$ cat src/source/pinmux_cfg_pkg.sv
/*
  Pad mapping, JTAG tie-offs and strap encoding of the pad ring
*/
`default_nettype none

package pinmux_cfg_pkg;

  ////////////////////
  // Pad mapping
  ////////////////////

  localparam int unsigned NumIos = 16;

  // JTAG pins
  localparam int unsigned TckIdx  = 0;
  localparam int unsigned TmsIdx  = 1;
  localparam int unsigned TrstIdx = 2;
  localparam int unsigned TdiIdx  = 3;
  localparam int unsigned TdoIdx  = 4;

  // Strap pins
  localparam int unsigned TapStrap0Idx = 5;
  localparam int unsigned TapStrap1Idx = 6;
  localparam int unsigned DftStrap0Idx = 7;
  localparam int unsigned DftStrap1Idx = 8;

  // Core-side values of the JTAG pads while a TAP owns them.
  // TMS and TRST read high, the rest low
  localparam logic [15:0] JtagTieOffs = 16'h0006;

  ////////////////////
  // Straps
  ////////////////////

  localparam int unsigned NTapStraps = 2;
  localparam int unsigned NDftStraps = 2;

  typedef enum logic [NTapStraps-1:0] {
    FuncSel   = 2'd0,
    LcTapSel  = 2'd1,
    RvTapSel  = 2'd2,
    DftTapSel = 2'd3
  } tap_strap_e;

  typedef logic [NDftStraps-1:0] dft_strap_t;

endpackage

`default_nettype wire

$ cat src/source/lc_jtag_pkg.sv
/*
  Life-cycle enable encoding and JTAG request and response widths
*/
`default_nettype none

package lc_jtag_pkg;

  ////////////////////
  // Life cycle
  ////////////////////

  // Multi-bit enable, only the On pattern counts as enabled
  typedef logic [3:0] lc_tx_t;

  localparam lc_tx_t lc_on  = 4'b1010;
  localparam lc_tx_t lc_off = 4'b0101;

  ////////////////////
  // JTAG
  ////////////////////

  // Request is {tck, tms, tdi, trst_n}
  localparam int unsigned JtagReqWidth = 4;
  // Response is {tdo, tdo_oe}
  localparam int unsigned JtagRspWidth = 2;

  typedef logic [JtagReqWidth-1:0] jtag_req_t;
  typedef logic [JtagRspWidth-1:0] jtag_rsp_t;

endpackage

`default_nettype wire
$ cat src/source/jtag_if.sv
/*
  JTAG link to one TAP, request toward the TAP and response back
*/
`timescale 1ns/1ns
`default_nettype none

interface jtag_if;

  // Request side
  logic tck;
  logic tms;
  logic tdi;
  logic trst_n;

  // Response side
  logic tdo;
  logic tdo_oe;

  // Pad mux end of the link
  modport host (
    output tck, tms, tdi, trst_n,
    input  tdo, tdo_oe
  );

  // TAP end of the link
  modport device (
    input  tck, tms, tdi, trst_n,
    output tdo, tdo_oe
  );

endinterface

`default_nettype wire

$ cat src/source/pinmux_strap_top.sv
/*
  Strap sampling and JTAG TAP selection top level of the pin multiplexer
*/
`timescale 1ns/1ns
`default_nettype none

module pinmux_strap_top #(
  parameter int unsigned NumIos        = pinmux_cfg_pkg::NumIos,
  parameter bit          ConstSampling = 1'b0
) (
  input  wire logic                       clk_i,
  input  wire logic                       rst_ni,
  input  wire lc_jtag_pkg::lc_tx_t        scanmode_i,
  input  wire lc_jtag_pkg::lc_tx_t        lc_dft_en_i,
  input  wire lc_jtag_pkg::lc_tx_t        lc_hw_debug_en_i,
  input  wire logic                       strap_en_i,
  // Pad ring and core side
  input  wire logic [NumIos-1:0]          in_padring_i,
  input  wire logic [NumIos-1:0]          out_core_i,
  input  wire logic [NumIos-1:0]          oe_core_i,
  output      logic [NumIos-1:0]          out_padring_o,
  output      logic [NumIos-1:0]          oe_padring_o,
  output      logic [NumIos-1:0]          in_core_o,
  // Sampled DFT straps
  output      logic                       dft_strap_valid_o,
  output      pinmux_cfg_pkg::dft_strap_t dft_strap_o,
  // Life-cycle TAP
  output      logic                       lc_tck_o,
  output      logic                       lc_tms_o,
  output      logic                       lc_tdi_o,
  output      logic                       lc_trst_no,
  input  wire logic                       lc_tdo_i,
  input  wire logic                       lc_tdo_oe_i,
  // RISC-V debug TAP
  output      logic                       rv_tck_o,
  output      logic                       rv_tms_o,
  output      logic                       rv_tdi_o,
  output      logic                       rv_trst_no,
  input  wire logic                       rv_tdo_i,
  input  wire logic                       rv_tdo_oe_i,
  // DFT TAP
  output      logic                       dft_tck_o,
  output      logic                       dft_tms_o,
  output      logic                       dft_tdi_o,
  output      logic                       dft_trst_no,
  input  wire logic                       dft_tdo_i,
  input  wire logic                       dft_tdo_oe_i
);

  import lc_jtag_pkg::*;
  import pinmux_cfg_pkg::*;

  lc_tx_t [1:0] lc_hw_debug_en;
  lc_tx_t [1:0] lc_dft_en;
  tap_strap_e   tap_strap;
  logic         scan_en;

  jtag_if lc_jtag_if ();
  jtag_if rv_jtag_if ();
  jtag_if dft_jtag_if ();

  ////////////////////
  // Synchronizers
  ////////////////////

  lc_sync u_lc_sync_hw_debug (
    .clk_i   (clk_i),
    .rst_ni  (rst_ni),
    .lc_en_i (lc_hw_debug_en_i),
    .lc_en_o (lc_hw_debug_en)
  );

  lc_sync u_lc_sync_dft (
    .clk_i   (clk_i),
    .rst_ni  (rst_ni),
    .lc_en_i (lc_dft_en_i),
    .lc_en_o (lc_dft_en)
  );

  // Scan mode is a static test level and is not synchronized
  assign scan_en = (scanmode_i == lc_on);

  ////////////////////
  // Sampling and mux
  ////////////////////

  strap_sampler #(
    .NumIos        (NumIos),
    .ConstSampling (ConstSampling)
  ) u_strap_sampler (
    .clk_i             (clk_i),
    .rst_ni            (rst_ni),
    .strap_en_i        (strap_en_i),
    .in_padring_i      (in_padring_i),
    .lc_dft_en_i       (lc_dft_en[0]),
    .lc_hw_debug_en_i  (lc_hw_debug_en[0]),
    .tap_strap_o       (tap_strap),
    .dft_strap_valid_o (dft_strap_valid_o),
    .dft_strap_o       (dft_strap_o)
  );

  tap_mux #(
    .NumIos (NumIos)
  ) u_tap_mux (
    .tap_strap_i      (tap_strap),
    .lc_dft_en_i      (lc_dft_en[1]),
    .lc_hw_debug_en_i (lc_hw_debug_en[1]),
    .scan_en_i        (scan_en),
    .rst_ni           (rst_ni),
    .in_padring_i     (in_padring_i),
    .out_core_i       (out_core_i),
    .oe_core_i        (oe_core_i),
    .in_core_o        (in_core_o),
    .out_padring_o    (out_padring_o),
    .oe_padring_o     (oe_padring_o),
    .lc_jtag          (lc_jtag_if.host),
    .rv_jtag          (rv_jtag_if.host),
    .dft_jtag         (dft_jtag_if.host)
  );

  ////////////////////
  // TAP side of the links
  ////////////////////

  assign lc_tck_o           = lc_jtag_if.tck;
  assign lc_tms_o           = lc_jtag_if.tms;
  assign lc_tdi_o           = lc_jtag_if.tdi;
  assign lc_trst_no         = lc_jtag_if.trst_n;
  assign lc_jtag_if.tdo     = lc_tdo_i;
  assign lc_jtag_if.tdo_oe  = lc_tdo_oe_i;

  assign rv_tck_o           = rv_jtag_if.tck;
  assign rv_tms_o           = rv_jtag_if.tms;
  assign rv_tdi_o           = rv_jtag_if.tdi;
  assign rv_trst_no         = rv_jtag_if.trst_n;
  assign rv_jtag_if.tdo     = rv_tdo_i;
  assign rv_jtag_if.tdo_oe  = rv_tdo_oe_i;

  assign dft_tck_o          = dft_jtag_if.tck;
  assign dft_tms_o          = dft_jtag_if.tms;
  assign dft_tdi_o          = dft_jtag_if.tdi;
  assign dft_trst_no        = dft_jtag_if.trst_n;
  assign dft_jtag_if.tdo    = dft_tdo_i;
  assign dft_jtag_if.tdo_oe = dft_tdo_oe_i;

endmodule

`default_nettype wire

$ cat src/source/tap_mux.sv
/*
  TAP selection mux: routes the JTAG pads to the strapped TAP under life-cycle
  gating, ties off the core inputs and overrides TDO while a TAP is selected
*/
`timescale 1ns/1ns
`default_nettype none

module tap_mux #(
  parameter int unsigned NumIos = pinmux_cfg_pkg::NumIos
) (
  input  wire pinmux_cfg_pkg::tap_strap_e tap_strap_i,
  input  wire lc_jtag_pkg::lc_tx_t        lc_dft_en_i,
  input  wire lc_jtag_pkg::lc_tx_t        lc_hw_debug_en_i,
  input  wire logic                       scan_en_i,
  input  wire logic                       rst_ni,
  input  wire logic [NumIos-1:0]          in_padring_i,
  input  wire logic [NumIos-1:0]          out_core_i,
  input  wire logic [NumIos-1:0]          oe_core_i,
  output      logic [NumIos-1:0]          in_core_o,
  output      logic [NumIos-1:0]          out_padring_o,
  output      logic [NumIos-1:0]          oe_padring_o,
  jtag_if.host                            lc_jtag,
  jtag_if.host                            rv_jtag,
  jtag_if.host                            dft_jtag
);

  import lc_jtag_pkg::*;
  import pinmux_cfg_pkg::*;

  logic      jtag_en;
  logic      trst_n;
  jtag_req_t jtag_req;
  jtag_req_t lc_req;
  jtag_req_t rv_req;
  jtag_req_t dft_req;
  jtag_rsp_t jtag_rsp;
  jtag_rsp_t lc_rsp;
  jtag_rsp_t rv_rsp;
  jtag_rsp_t dft_rsp;

  ////////////////////
  // Pad request
  ////////////////////

  // Scan mode resets the selected TAP together with the chip
  assign trst_n = scan_en_i ? rst_ni : in_padring_i[TrstIdx];

  assign jtag_req = {in_padring_i[TckIdx], in_padring_i[TmsIdx],
                     in_padring_i[TdiIdx], trst_n};

  ////////////////////
  // TAP select
  ////////////////////

  always_comb begin
    // Unselected TAPs see all zeros and stay in reset
    lc_req   = '0;
    rv_req   = '0;
    dft_req  = '0;
    jtag_rsp = '0;
    jtag_en  = 1'b0;
    case (tap_strap_i)
      LcTapSel: begin
        lc_req   = jtag_req;
        jtag_rsp = lc_rsp;
        jtag_en  = 1'b1;
      end
      RvTapSel: begin
        if (lc_hw_debug_en_i == lc_on) begin
          rv_req   = jtag_req;
          jtag_rsp = rv_rsp;
          jtag_en  = 1'b1;
        end
      end
      DftTapSel: begin
        if (lc_dft_en_i == lc_on) begin
          dft_req  = jtag_req;
          jtag_rsp = dft_rsp;
          jtag_en  = 1'b1;
        end
      end
      default: begin
        jtag_en = 1'b0;
      end
    endcase
  end

  // Unpack into the three links
  assign {lc_jtag.tck, lc_jtag.tms, lc_jtag.tdi, lc_jtag.trst_n}     = lc_req;
  assign {rv_jtag.tck, rv_jtag.tms, rv_jtag.tdi, rv_jtag.trst_n}     = rv_req;
  assign {dft_jtag.tck, dft_jtag.tms, dft_jtag.tdi, dft_jtag.trst_n} = dft_req;

  assign lc_rsp  = {lc_jtag.tdo, lc_jtag.tdo_oe};
  assign rv_rsp  = {rv_jtag.tdo, rv_jtag.tdo_oe};
  assign dft_rsp = {dft_jtag.tdo, dft_jtag.tdo_oe};

  ////////////////////
  // Pad muxing
  ////////////////////

  for (genvar k = 0; k < NumIos; k++) begin : gen_pad
    if (k == TckIdx || k == TmsIdx || k == TrstIdx ||
        k == TdiIdx || k == TdoIdx) begin : gen_jtag_in
      assign in_core_o[k] = jtag_en ? JtagTieOffs[k] : in_padring_i[k];
    end else begin : gen_other_in
      assign in_core_o[k] = in_padring_i[k];
    end

    if (k == TdoIdx) begin : gen_tdo
      // jtag_rsp is {tdo, tdo_oe}
      assign out_padring_o[k] = jtag_en ? jtag_rsp[1] : out_core_i[k];
      assign oe_padring_o[k]  = jtag_en ? jtag_rsp[0] : oe_core_i[k];
    end else begin : gen_other_out
      assign out_padring_o[k] = out_core_i[k];
      assign oe_padring_o[k]  = oe_core_i[k];
    end
  end

endmodule

`default_nettype wire

$ cat src/source/strap_sampler.sv
/*
  Strap sampler: loads TAP and DFT straps from the pads, qualified by life cycle,
  and keeps sampling in DFT mode when the first sample is not functional
*/
`timescale 1ns/1ns
`default_nettype none

module strap_sampler #(
  parameter int unsigned NumIos        = pinmux_cfg_pkg::NumIos,
  parameter bit          ConstSampling = 1'b0
) (
  input  wire logic                      clk_i,
  input  wire logic                      rst_ni,
  input  wire logic                      strap_en_i,
  input  wire logic [NumIos-1:0]         in_padring_i,
  input  wire lc_jtag_pkg::lc_tx_t       lc_dft_en_i,
  input  wire lc_jtag_pkg::lc_tx_t       lc_hw_debug_en_i,
  output      pinmux_cfg_pkg::tap_strap_e tap_strap_o,
  output      logic                      dft_strap_valid_o,
  output      pinmux_cfg_pkg::dft_strap_t dft_strap_o
);

  import lc_jtag_pkg::*;
  import pinmux_cfg_pkg::*;

  logic                  strap_en_q;
  logic                  cont_sampling_d;
  logic                  cont_sampling_q;
  logic                  sample_en;
  logic                  rv_sample_en;
  logic                  dft_sample_en;
  logic [NTapStraps-1:0] tap_strap_d;
  logic [NTapStraps-1:0] tap_strap_q;
  dft_strap_t            dft_strap_d;
  dft_strap_t            dft_strap_q;
  logic                  dft_strap_valid_q;

  ////////////////////
  // Sample enables
  ////////////////////

  // One pulse from the power manager, or every cycle once continuous
  assign sample_en     = strap_en_i | cont_sampling_q;
  assign rv_sample_en  = sample_en & (lc_hw_debug_en_i == lc_on);
  assign dft_sample_en = sample_en & (lc_dft_en_i == lc_on);

  // TAP strap 0 is always taken, strap 1 only with hardware debug
  assign tap_strap_d[0] = sample_en    ? in_padring_i[TapStrap0Idx] : tap_strap_q[0];
  assign tap_strap_d[1] = rv_sample_en ? in_padring_i[TapStrap1Idx] : tap_strap_q[1];

  assign dft_strap_d = dft_sample_en ?
                       {in_padring_i[DftStrap1Idx], in_padring_i[DftStrap0Idx]} :
                       dft_strap_q;

  ////////////////////
  // Continue sampling
  ////////////////////

  always_comb begin
    cont_sampling_d = cont_sampling_q;
    // Non-functional first sample in a DFT state keeps the straps live
    if ((lc_dft_en_i == lc_on) && strap_en_q &&
        (tap_strap_e'(tap_strap_q) != FuncSel)) begin
      cont_sampling_d = 1'b1;
    end
    if (ConstSampling) begin
      cont_sampling_d = 1'b1;
    end
  end

  ////////////////////
  // Registers
  ////////////////////

  always_ff @(posedge clk_i or negedge rst_ni) begin
    if (!rst_ni) begin
      tap_strap_q       <= '0;
      dft_strap_q       <= '0;
      strap_en_q        <= 1'b0;
      dft_strap_valid_q <= 1'b0;
      cont_sampling_q   <= 1'b0;
    end else begin
      tap_strap_q       <= tap_strap_d;
      dft_strap_q       <= dft_strap_d;
      strap_en_q        <= strap_en_i;
      // Sticky until reset
      dft_strap_valid_q <= dft_strap_valid_q | dft_sample_en;
      cont_sampling_q   <= cont_sampling_d;
    end
  end

  assign tap_strap_o       = tap_strap_e'(tap_strap_q);
  assign dft_strap_o       = dft_strap_q;
  assign dft_strap_valid_o = dft_strap_valid_q;

endmodule

`default_nettype wire

$ cat src/source/lc_sync.sv
/*
  Two-flop synchronizer for a life-cycle enable with two output copies
*/
`timescale 1ns/1ns
`default_nettype none

module lc_sync (
  input  wire logic                       clk_i,
  input  wire logic                       rst_ni,
  input  wire lc_jtag_pkg::lc_tx_t        lc_en_i,
  output      lc_jtag_pkg::lc_tx_t [1:0]  lc_en_o
);

  import lc_jtag_pkg::*;

  lc_tx_t sync_q1;
  lc_tx_t sync_q2;

  // Each bit is synchronized on its own, reset value is the Off pattern
  always_ff @(posedge clk_i or negedge rst_ni) begin
    if (!rst_ni) begin
      sync_q1 <= lc_off;
      sync_q2 <= lc_off;
    end else begin
      sync_q1 <= lc_en_i;
      sync_q2 <= sync_q1;
    end
  end

  // Copy 0 feeds strap sampling, copy 1 feeds TAP muxing
  assign lc_en_o[0] = sync_q2;
  assign lc_en_o[1] = sync_q2;

endmodule

`default_nettype wire

$ cat config.mk
export PLATFORM = sky130hd
export DESIGN_NAME = pinmux_strap_top
export DESIGN_NICKNAME = d
export VERILOG_FILES = /design/src/source/pinmux_cfg_pkg.sv /design/src/source/lc_jtag_pkg.sv /design/src/source/jtag_if.sv /design/src/source/pinmux_strap_top.sv /design/src/source/tap_mux.sv /design/src/source/strap_sampler.sv /design/src/source/lc_sync.sv
export SDC_FILE = /design/constraint.sdc
export NUM_CORES = 1
export LEC_CHECK = 0
export ABC_AREA = 1
export BUFFER_PORTS_ARGS = -buffer_cell sky130_fd_sc_hd__buf_2
export CAP_MARGIN = 30
export CORE_ASPECT_RATIO = 0.5
export CORE_UTILIZATION = 25
export DETAILED_ROUTE_END_ITERATION = 10
export PLACE_DENSITY = 0.64
export SLEW_MARGIN = 25
export SYNTH_ARGS = -nofsm -noshare
export SYNTH_HDL_FRONTEND = slang
export SYNTH_SLANG_ARGS = --single-unit
export TNS_END_PERCENT = 10
$ cat constraint.sdc
create_clock -name clk_i -period 1.97 [get_ports clk_i]
set_input_delay 0.197 -clock clk_i [delete_from_list [all_inputs] [get_ports clk_i]]
set_output_delay 0.197 -clock clk_i [all_outputs]
set_load 0.02 [all_outputs]
==> results of run 1 <==
area by class of cell:
| class | count | area (um2) |
|---|---|---|
| repair buffers | 59 | 303 |
| clock buffers | 3 | 41.3 |
| inverters | 14 | 52.6 |
| flip-flops and latches | 23 | 586 |
| clock inverters | 1 | 7.51 |
| fillers | 493 | 3260 |
| well taps | 66 | 82.6 |
| multi-input cells | 63 | 322 |
cells by family (layout without fill, tap and decap cells):
| kind of cell | after synthesis | after routing | share of synthesized area [%] |
|---|---|---|---|
| AND/OR/NAND/NOR | 59 | 59 | 23.3 |
| buffers and inverters | 56 | 77 | 29.1 |
| flip-flops | 23 | 23 | 45.8 |
| AO/OA/AOI/OAI | 4 | 4 | 1.86 |
worst reg2reg max path, stage by stage, from the launching register on:
cell     delay [ns]
dfstp_2        0.38
nor3_2         0.29
nand2_1        0.14
nand2_1        0.08
nand2_1        0.05
routing by layer:
metal,vias up,global-route usage [%]
li1,439,-
met1,406,9.11
met2,33,16.4
met3,10,3.60
met4,0,2.82
met5,-,0
state kept, by name, indices dropped and copies added, names as in the netlist:
name and flops:
u_lc_sync_hw_debug.sync_q1 4, u_strap_sampler.tap_strap_o 2, u_strap_sampler.strap_en_q 1, u_strap_sampler.cont_sampling_q 1
u_strap_sampler.dft_strap_valid_o 1, u_lc_sync_hw_debug.sync_q2 4, u_lc_sync_dft.sync_q2 4, u_strap_sampler.dft_strap_o 2
u_lc_sync_dft.sync_q1 4
timing repair:
action / in CTS / in global routing
hold buffers: 1 / 0
resized for setup: 0 / 0
hold endpoints to repair: 15 / 0
synth_stat cells:
cell	instances
nand3_2	1
dfstp_2	8
nor2_2	3
nor2_4	1
nand3b_4	1
inv_1	11
nand3_1	3
o21ai_0	1
inv_2	3
nor3_2	1
nand3_4	1
o21ai_1	2
dfrtp_1	15
nand4_1	6
buf_6	1
buf_4	41
a31o_1	1
nor2_1	22
nand2_1	20
how the worst max path moves through the flow:
| stage | slack, ns | to |
|---|---|---|
| detailed placement | 0.66 | in_core_o[3] |
| global placement | 0.69 | out_padring_o[4] |
| CTS | 0.37 | in_core_o[3] |
| global route | 0.29 | out_padring_o[4] |
| floorplan | 0.64 | in_core_o[0] |
| finish | 0.38 | in_core_o[3] |
where the power goes:
part	total [mW]	internal [mW]	switching, mW	leakage [nW]
combinational	0.286	0.103	0.183	0.490
sequential	0.543	0.522	0.0211	0.258
clock	0.282	0.143	0.139	0.0217
total	1.11	0.768	0.344	0.770
==> out/metrics.cfg, run 1 <==
[status]
status = complete, no violations

[place]
dp_slack_ns = 0.664
dpl_cell_area_um2 = 1340
place_inst = 224
dp_hpwl_um = 1980
gp_congestion = 0.706
numPortBuffers = 57

[clocking]
cts_buffer_depth = 2
cts_made_buffers = 3
clk_pin_slew_ns = 0.08
htree_levels = 1
clock_latency_ns = 0.26
cts.sinks = 23
cts-root-buf = clkbuf_8
cts_tree = yes
post_cts_buffers = 0

[setup_path]
crit_slowest_cell = dfstp_2
r2r_slack_ns = 0.92
crit_path_start_kind = register
path_class = reg -> out
path_cells = nor2_2, nand3b_4, nand3_2, nor2_1, buf_2
crit_path_max_incr_delay_ns = 0.55
cp.depth = 5
cp.required_ns = 1.77
r2r-start = u_lc_sync_dft.sync_q2[0]
rr_worst_depth = 4
cp.arrival_ns = 1.39
path_max_fanout = 11
cp_top_family = flip-flops
cp-end-kind = output pin
cp-startpoint = u_lc_sync_dft.sync_q2[0]
reg2reg_to = u_strap_sampler.dft_strap_o[0]
critPathBufInv = 1

[routing]
wl_per_cell_um = 10.3
wl_met3_um = 178
drc = 0
num_vias = 888
drt_iter0_drc = 17
first_pass_iters = 4
ant_nets = 0
vias_per_cell = 3.88
wl_met2_um = 1220
finalWirelength_um = 2350
drt-met1-wl_um = 902
top_layer = met4

[logic_synthesis]
synth_fp_nets = 211
yosysTopAreaCellShare_pct = 29.4
yosys_warnings = 0
seq_area_frac_synth_pct = 45.8
yosys.area.top_type = dfrtp_1
syn-cell-area_um2 = 1280
avgSynthCellArea_um2 = 9.01
synth.distinct_cells = 19
synthTopCellsByArea = dfrtp_1, buf_4, dfstp_2
syn_inst = 142
ys_ff_latch = 23

[floorplan]
ios = 132
core_area_um2 = 4660
die_w_um = 103
row_count = 17
dieArea_um2 = 5420
dieHeight_um = 52.6
initial_core_util_pct = 27.5

[timing]
fin_hold_ws_ns = 0.0316
fin_ws_ns = 0.380
fin_crit_ns = 1.59
fin_crit_sh_pct = 80.7
hold_viol_final = 0
tightest_slew_ns = 0.288
finalSetupTns_ns = 0
skew_ns = 0.00431
slew_headroom_pct = 80.7
timing.fmax_mhz = 629
final-setup-viol-count = 0
rsz0062_at_grt = false
slew_viol_final = 0

[global_route]
grt_max_degree = 24
antenna_found_initial = 0
grtUsageTotal_pct = 8.80
grt_first_pass_wirelength_um = 3550
grt_pass1_vias = 799
overflow = 0

[cells_and_area]
layout_common_cells = buf_2, nor2_1, nand2_1
post-route-util_pct = 29.9
drive_gt1_share_pct = 49.7
antennaDiodeCount = 0
final_common_cell = buf_2
syn_to_final_growth_pct = 9.00
final_cells = 229
fin_nets = 233
design_area_um2 = 1390

[min_path]
hp-class = in -> reg
hold_end = u_lc_sync_hw_debug.sync_q1[2]
min_delay_path_depth = 1
hp-start = lc_hw_debug_en_i[2]

[pwr]
vdd.ir_drop.worst_v = 0.000397
leakage_nw = 0.770
p_per_area_nw_per_um2 = 797
total_power_mw = 1.11

[job]
max-cap-violations = 0

No activity file was read; power rests on OpenSTA's default activity.
==> inputs of run 2 (changes only) <==
clock period = 1.5 ns   (was 1.97 ns; I/O delays follow)
==> out/metrics.cfg, run 2 (synthesis gave the netlist of run 1 again) <==
[routing]
wl_per_cell_um = 10.6  ; was 10.3 um
first_pass_iters = 4  ; unchanged
vias_per_cell = 3.95  ; was 3.88
ant_nets = 0  ; unchanged
drt_iter0_drc = 25  ; was 17
finalWirelength_um = 2560  ; was 2350 um
drc = 0  ; unchanged
num_vias = 952  ; was 888

[status]
status = finished with violations  ; was complete, no violations
violations = setup timing

[min_path]
hp-class = in -> reg  ; unchanged

[place]
place_inst = 224  ; unchanged
numPortBuffers = 57  ; unchanged
dp_hpwl_um = 1980  ; unchanged
gp_congestion = 0.706  ; unchanged
dp_slack_ns = 0.241  ; was 0.664 ns

[global_route]
grt_first_pass_wirelength_um = 3820  ; was 3550 um
antenna_found_initial = 0  ; unchanged
overflow = 0  ; unchanged
grtUsageTotal_pct = 9.42  ; was 8.80%
grt_pass1_vias = 838  ; was 799
grt_max_degree = 24  ; unchanged

[clocking]
cts.sinks = 23  ; unchanged
cts_made_buffers = 3  ; unchanged
clk_pin_slew_ns = 0.08  ; about the same
cts-root-buf = clkbuf_8  ; unchanged
clock_latency_ns = 0.26  ; about the same
cts_tree = yes  ; unchanged
htree_levels = 1  ; unchanged
cts_buffer_depth = 2  ; unchanged

[timing]
fin_ws_ns = -0.0148  ; was 0.380 ns
final-setup-viol-count = 2  ; was 0
fin_crit_sh_pct = 101
skew_ns = 0.00335  ; was 0.00431 ns
hold_viol_final = 0  ; unchanged
fin_hold_ws_ns = 0.109  ; was 0.0316 ns
rsz0062_at_grt = true  ; was false
tightest_slew_ns = 0.284  ; was 0.288 ns
slew_viol_final = 0  ; unchanged
fin_crit_ns = 1.51
timing.fmax_mhz = 660
slew_headroom_pct = 81.0  ; was 80.7%

[cells_and_area]
fin_nets = 245  ; was 233
syn_to_final_growth_pct = 23.3  ; was 9.00%
final_common_cell = buf_2  ; unchanged
drive_gt1_share_pct = 51.4  ; was 49.7%
layout_common_cells = buf_2, nand2_1, nor2_1  ; was buf_2, nor2_1, nand2_1
antennaDiodeCount = 0  ; unchanged
fill_cells = 482  ; was 493
final_cells = 241  ; was 229

[pwr]
p_per_area_nw_per_um2 = 990  ; was 797 nW/um2
vdd.ir_drop.worst_v = 0.000549  ; was 0.000397 V
leakage_nw = 0.830  ; was 0.770 nW

[floorplan]
dieArea_um2 = 5420  ; unchanged
die_w_um = 103  ; unchanged
dieHeight_um = 52.6  ; unchanged
ios = 132  ; unchanged
row_count = 17  ; unchanged
initial_core_util_pct = 27.5  ; unchanged
core_area_um2 = 4660  ; unchanged

[setup_path]
path_max_fanout = 6  ; was 11
cp-end-kind = output pin  ; unchanged
cp.required_ns = 1.35  ; was 1.77 ns
cp.arrival_ns = 1.36  ; was 1.39 ns
crit_path_start_kind = register  ; unchanged
path_class = reg -> out  ; unchanged

[job]
max-cap-violations = 0  ; unchanged

run 2: worst max-delay path: stages (launching register included):
cell and delay [ns]:
dfstp_2 0.57, nor2_4 0.06, nand3b_4 0.12, nand3_2 0.10, nor2_1 0.11, buf_4 0.15
run 2: final cells by class:
cell class	count	area, um2	area share, %
multi-input combinational	65	368	23.3
inverter	14	52.6	3.33
tap	66	82.6	5.24
clock buffer	3	41.3	2.62
clock inverter	1	7.51	0.476
timing repair buffer	69	439	27.9
sequential	23	586	37.1
run 2: final timing paths:
kind                                                  endpoint                      from  slack, ns  cells past startpoint
worst min-delay path            u_strap_sampler.tap_strap_o[1]           in_padring_i[6]       0.11                      3
worst max register to register  u_strap_sampler.dft_strap_o[0]  u_lc_sync_dft.sync_q2[0]       0.45                      4
min in group asynchronous       u_strap_sampler.tap_strap_o[1]                    rst_ni       0.42                      3
worst max-delay path                              in_core_o[0]  u_lc_sync_dft.sync_q2[0]      -0.01                      5
worst min register to register        u_lc_sync_dft.sync_q2[1]  u_lc_sync_dft.sync_q1[1]       0.35                      0
max in group asynchronous        u_lc_sync_hw_debug.sync_q1[2]                    rst_ni       0.81                      3
run 2: per-stage QoR:
step	utilization, %	total power, mW	cell area, um2	TNS [ns]
finish	33.8	1.56	1580	-0.0231
global route	33.8	1.66	1580	-0.614
CTS	33.0	1.56	1540	-0.0392
detailed placement	28.7	1.11	1340	0
global placement	28.7	1.10	1340	0
floorplan	-	1.11	1280	0
run 2: timing repair:
item,4_1_cts,5_1_grt
gates resized for setup,12,11
pin swaps,6,4
hold buffers,9,1
endpoints found under the setup margin,5,18
endpoints found under the hold margin,23,1
setup buffers,1,0
cloned,2,0
run 2: power by group:
part | internal, mW | switching, mW
Sequential | 0.686 | 0.0364
Combinational | 0.197 | 0.263
Clock | 0.187 | 0.191
Total | 1.07 | 0.491
run 2: routing by layer:
metal / vias up / global-route usage (%) / part of all wire, %
met3: 10 / 3.20 / 6.0
met5: - / 0 / 0
met4: 0 / 2.82 / 2.0
met2: 32 / 16.8 / 52
li1: 468 / - / -
met1: 442 / 10.8 / 40
==> inputs of run 3 (changes only) <==
CORE_ASPECT_RATIO = 1.25   (was 0.5)
CORE_UTILIZATION = 36   (was 25)
PLACE_DENSITY = 0.84   (was 0.64)
SYNTH_HIERARCHICAL = 1   (was default)
==> out/metrics.cfg, run 3 <==
[timing]
rsz0062_at_grt = true  ; unchanged
slew_viol_final = 0  ; unchanged
fin_crit_ns = 1.59  ; was 1.51 ns
tightest_slew_ns = 0.275  ; was 0.284 ns
final-setup-viol-count = 5  ; was 2
fin_ws_ns = -0.0921  ; was -0.0148 ns
fin_crit_sh_pct = 106  ; was 101%
skew_ns = 0.00206  ; was 0.00335 ns
hold_viol_final = 0  ; unchanged
timing.fmax_mhz = 628  ; was 660 MHz
slew_headroom_pct = 81.6  ; was 81.0%

[logic_synthesis]
synthMuxAreaShare_pct = 0  ; unchanged
synth.distinct_cells = 18  ; was 19
avgSynthCellArea_um2 = 8.50  ; was 9.01 um2
synth_top_family_by_area = buffers and inverters  ; unchanged
syn_inst = 160  ; was 142
synth-simple-area-share_pct = 23.6  ; was 23.3%
yosysTopAreaCellShare_pct = 27.6  ; was 29.4%
synth-adder-area-share_pct = 0  ; unchanged
syn-cell-area_um2 = 1360  ; was 1280 um2
yosys.area.top_type = dfrtp_1  ; unchanged
synth_fp_nets = 229  ; was 211
ys.flop_type = dfrtp_1  ; unchanged
synth_most_common_cell = buf_4  ; unchanged
synth_edf_count = 0  ; unchanged
synthTopCellsByCount = buf_4, nand2_1, nor2_1  ; was buf_4, nor2_1, nand2_1
synthArstFlopShare_pct = 100  ; unchanged
synth_xor_area_share_pct = 0  ; unchanged
synth-compound-area-share_pct = 1.10  ; was 1.86%
ys_ff_latch = 23  ; unchanged
yosys_warnings = 6  ; was 0
synthTopCellsByArea = dfrtp_1, buf_4, dfstp_2  ; unchanged
seq_area_frac_synth_pct = 43.1  ; was 45.8%

[min_path]
min_delay_path_depth = 1  ; was 3
hp-class = in -> reg  ; unchanged
hp-start = strap_en_i  ; was in_padring_i[6]
hold_end = u_strap_sampler/strap_en_q  ; was u_strap_sampler.tap_strap_o[1]

[setup_path]
crit_path_max_incr_delay_ns = 0.53  ; was 0.57 ns
path_class = reg -> out  ; unchanged
path_cells = nor2_1, nand2_1, buf_6, nor2_1, nor2_1, nand2_1, buf_6  ; was nor2_4, nand3b_4, nand3_2, nor2_1, buf_4
r2r_slack_ns = 0.54  ; was 0.45 ns
r2r-start = u_lc_sync_dft/sync_q2[2]  ; was u_lc_sync_dft.sync_q2[0]
crit_path_start_kind = register  ; unchanged
rr_worst_depth = 5  ; was 4
reg2reg_to = u_strap_sampler/dft_strap_o[1]  ; was u_strap_sampler.dft_strap_o[0]
cp-end-kind = output pin  ; unchanged
crit_top_cell = nor2_1
cp.required_ns = 1.35  ; about the same
path_max_fanout = 6  ; unchanged
cp_top_family = flip-flops  ; unchanged
critPathBufInv = 2  ; was 1
cp.arrival_ns = 1.44  ; was 1.36 ns
crit_slowest_cell = dfstp_2  ; unchanged

[global_route]
antenna_found_initial = 0  ; unchanged
grtUsageTotal_pct = 11.7  ; was 9.42%
grt_max_degree = 24  ; unchanged
grt_first_pass_wirelength_um = 3700  ; was 3820 um
overflow = 0  ; unchanged
grt_pass1_vias = 930  ; was 838

[floorplan]
die_w_um = 57.0  ; was 103 um
dieHeight_um = 70.7  ; was 52.6 um
ios = 132  ; unchanged
dieArea_um2 = 4030  ; was 5420 um2
row_count = 24  ; was 17
core_area_um2 = 3540  ; was 4660 um2
initial_core_util_pct = 38.4  ; was 27.5%

[routing]
wl_met3_um = 194  ; was 155 um
num_vias = 1021  ; was 952
ant_nets = 0  ; unchanged
drt-met1-wl_um = 911  ; was 1040 um
first_pass_iters = 7  ; was 4
wl_met2_um = 1340  ; was 1320 um
finalWirelength_um = 2450  ; was 2560 um
wl_per_cell_um = 10.8  ; was 10.6 um
drc = 12  ; was 0
vias_per_cell = 4.50  ; was 3.95
drt_iter0_drc = 51  ; was 25
top_layer = met4  ; unchanged

[pwr]
total_power_mw = 1.57  ; was 1.56 mW
p_per_area_nw_per_um2 = 982  ; was 990 nW/um2
vdd.ir_drop.worst_v = 0.000633  ; was 0.000549 V
leakage_nw = 0.872  ; was 0.830 nW

[place]
place_inst = 208  ; was 224
dp_slack_ns = 0.147  ; was 0.241 ns
dp_hpwl_um = 1820  ; was 1980 um
numPortBuffers = 57  ; unchanged
gp_congestion = 0.654  ; was 0.706

[cells_and_area]
fin_nets = 258  ; was 245
antennaDiodeCount = 0  ; unchanged
syn_to_final_growth_pct = 17.5  ; was 23.3%
final_common_cell = buf_2  ; unchanged
fill_cells = 359  ; was 482
drive_gt1_share_pct = 49.5  ; was 51.4%
layout_common_cells = buf_2, nand2_1, nor2_1  ; unchanged
final_cells = 227  ; was 241

[clocking]
cts.sinks = 23  ; unchanged
cts_buffer_depth = 2  ; unchanged
clk_pin_slew_ns = 0.07  ; was 0.08 ns
cts-root-buf = clkbuf_8  ; unchanged
htree_levels = 1  ; unchanged
cts_tree = yes  ; unchanged
cts_made_buffers = 3  ; unchanged
clock_latency_ns = 0.25  ; was 0.26 ns

[status]
violations = DRC, setup timing  ; was setup timing
status = finished with violations  ; unchanged

[job]
max-cap-violations = 0  ; unchanged

==> run 3: how the worst max path moves through the flow <==
stage | cells past startpoint | endpoint | from
after floorplan | 6 | in_core_o[0] | u_lc_sync_dft/sync_q2[0]
after global placement | 6 | in_core_o[0] | u_lc_sync_dft/sync_q2[0]
after detailed placement | 6 | in_core_o[3] | u_lc_sync_dft/sync_q2[0]
after CTS | 6 | in_core_o[3] | u_lc_sync_dft/sync_q2[0]
after global routing | 6 | in_core_o[4] | u_lc_sync_dft/sync_q2[0]
final | 7 | oe_padring_o[4] | u_lc_sync_dft/sync_q2[0]
==> run 3: where the power goes <==
| group | internal, mW | leakage [nW] | total (mW) | switching (mW) |
|---|---|---|---|---|
| registers | 0.687 | 0.259 | 0.719 | 0.0319 |
| logic | 0.213 | 0.591 | 0.491 | 0.279 |
| clock network | 0.189 | 0.0228 | 0.358 | 0.170 |
| total | 1.09 | 0.872 | 1.57 | 0.480 |
==> run 3: cell families after synthesis <==
family / count (synthesis)
flops: 23
compound gates: 3
simple gates: 68
buf+inv: 66
==> run 3: layer usage <==
metal | track usage [%] | up-vias
met4 | 4.88 | 0
li1 | - | 495
met5 | 0 | -
met1 | 10.8 | 480
met3 | 2.93 | 2
met2 | 23.4 | 44
==> run 3: per-stage QoR <==
stage,cell area [um2],hold WS (ns),TNS (ns),utilization (%)
final,1600,0.0222,-0.311,45.1
after global routing,1600,0.0135,-1.60,45.1
after CTS,1560,0.0169,-0.383,43.9
after detailed placement,1330,0.190,0,37.5
after global placement,1330,0.188,0,37.5
after floorplan,1360,-0.146,0,-
==> run 3: timing repair <==
action,4_1_cts,5_1_grt
setup endpoints to repair,14,19
cloned,1,0
gates resized for setup,14,14
hold buffers,9,0
pin swaps,3,3
hold endpoints to repair,23,0
setup buffers,5,0
==> run 3: cell type report <==
cell class              instances  area, um2  area share [%]
flip-flops and latches         23        586            36.6
repair buffers                 74        488            30.5
multi-input cells              71        370            23.2
inverters                      16       60.1            3.76
well taps                      39       48.8            3.05
clock buffers                   4       45.0            2.82
==> run 3: worst register-to-register path: stages (launching register included) <==
cell,delay [ns]
dfstp_2,0.37
buf_4,0.13
nor2_4,0.14
nand3_2,0.11
nand2_1,0.07
nand2_1,0.04
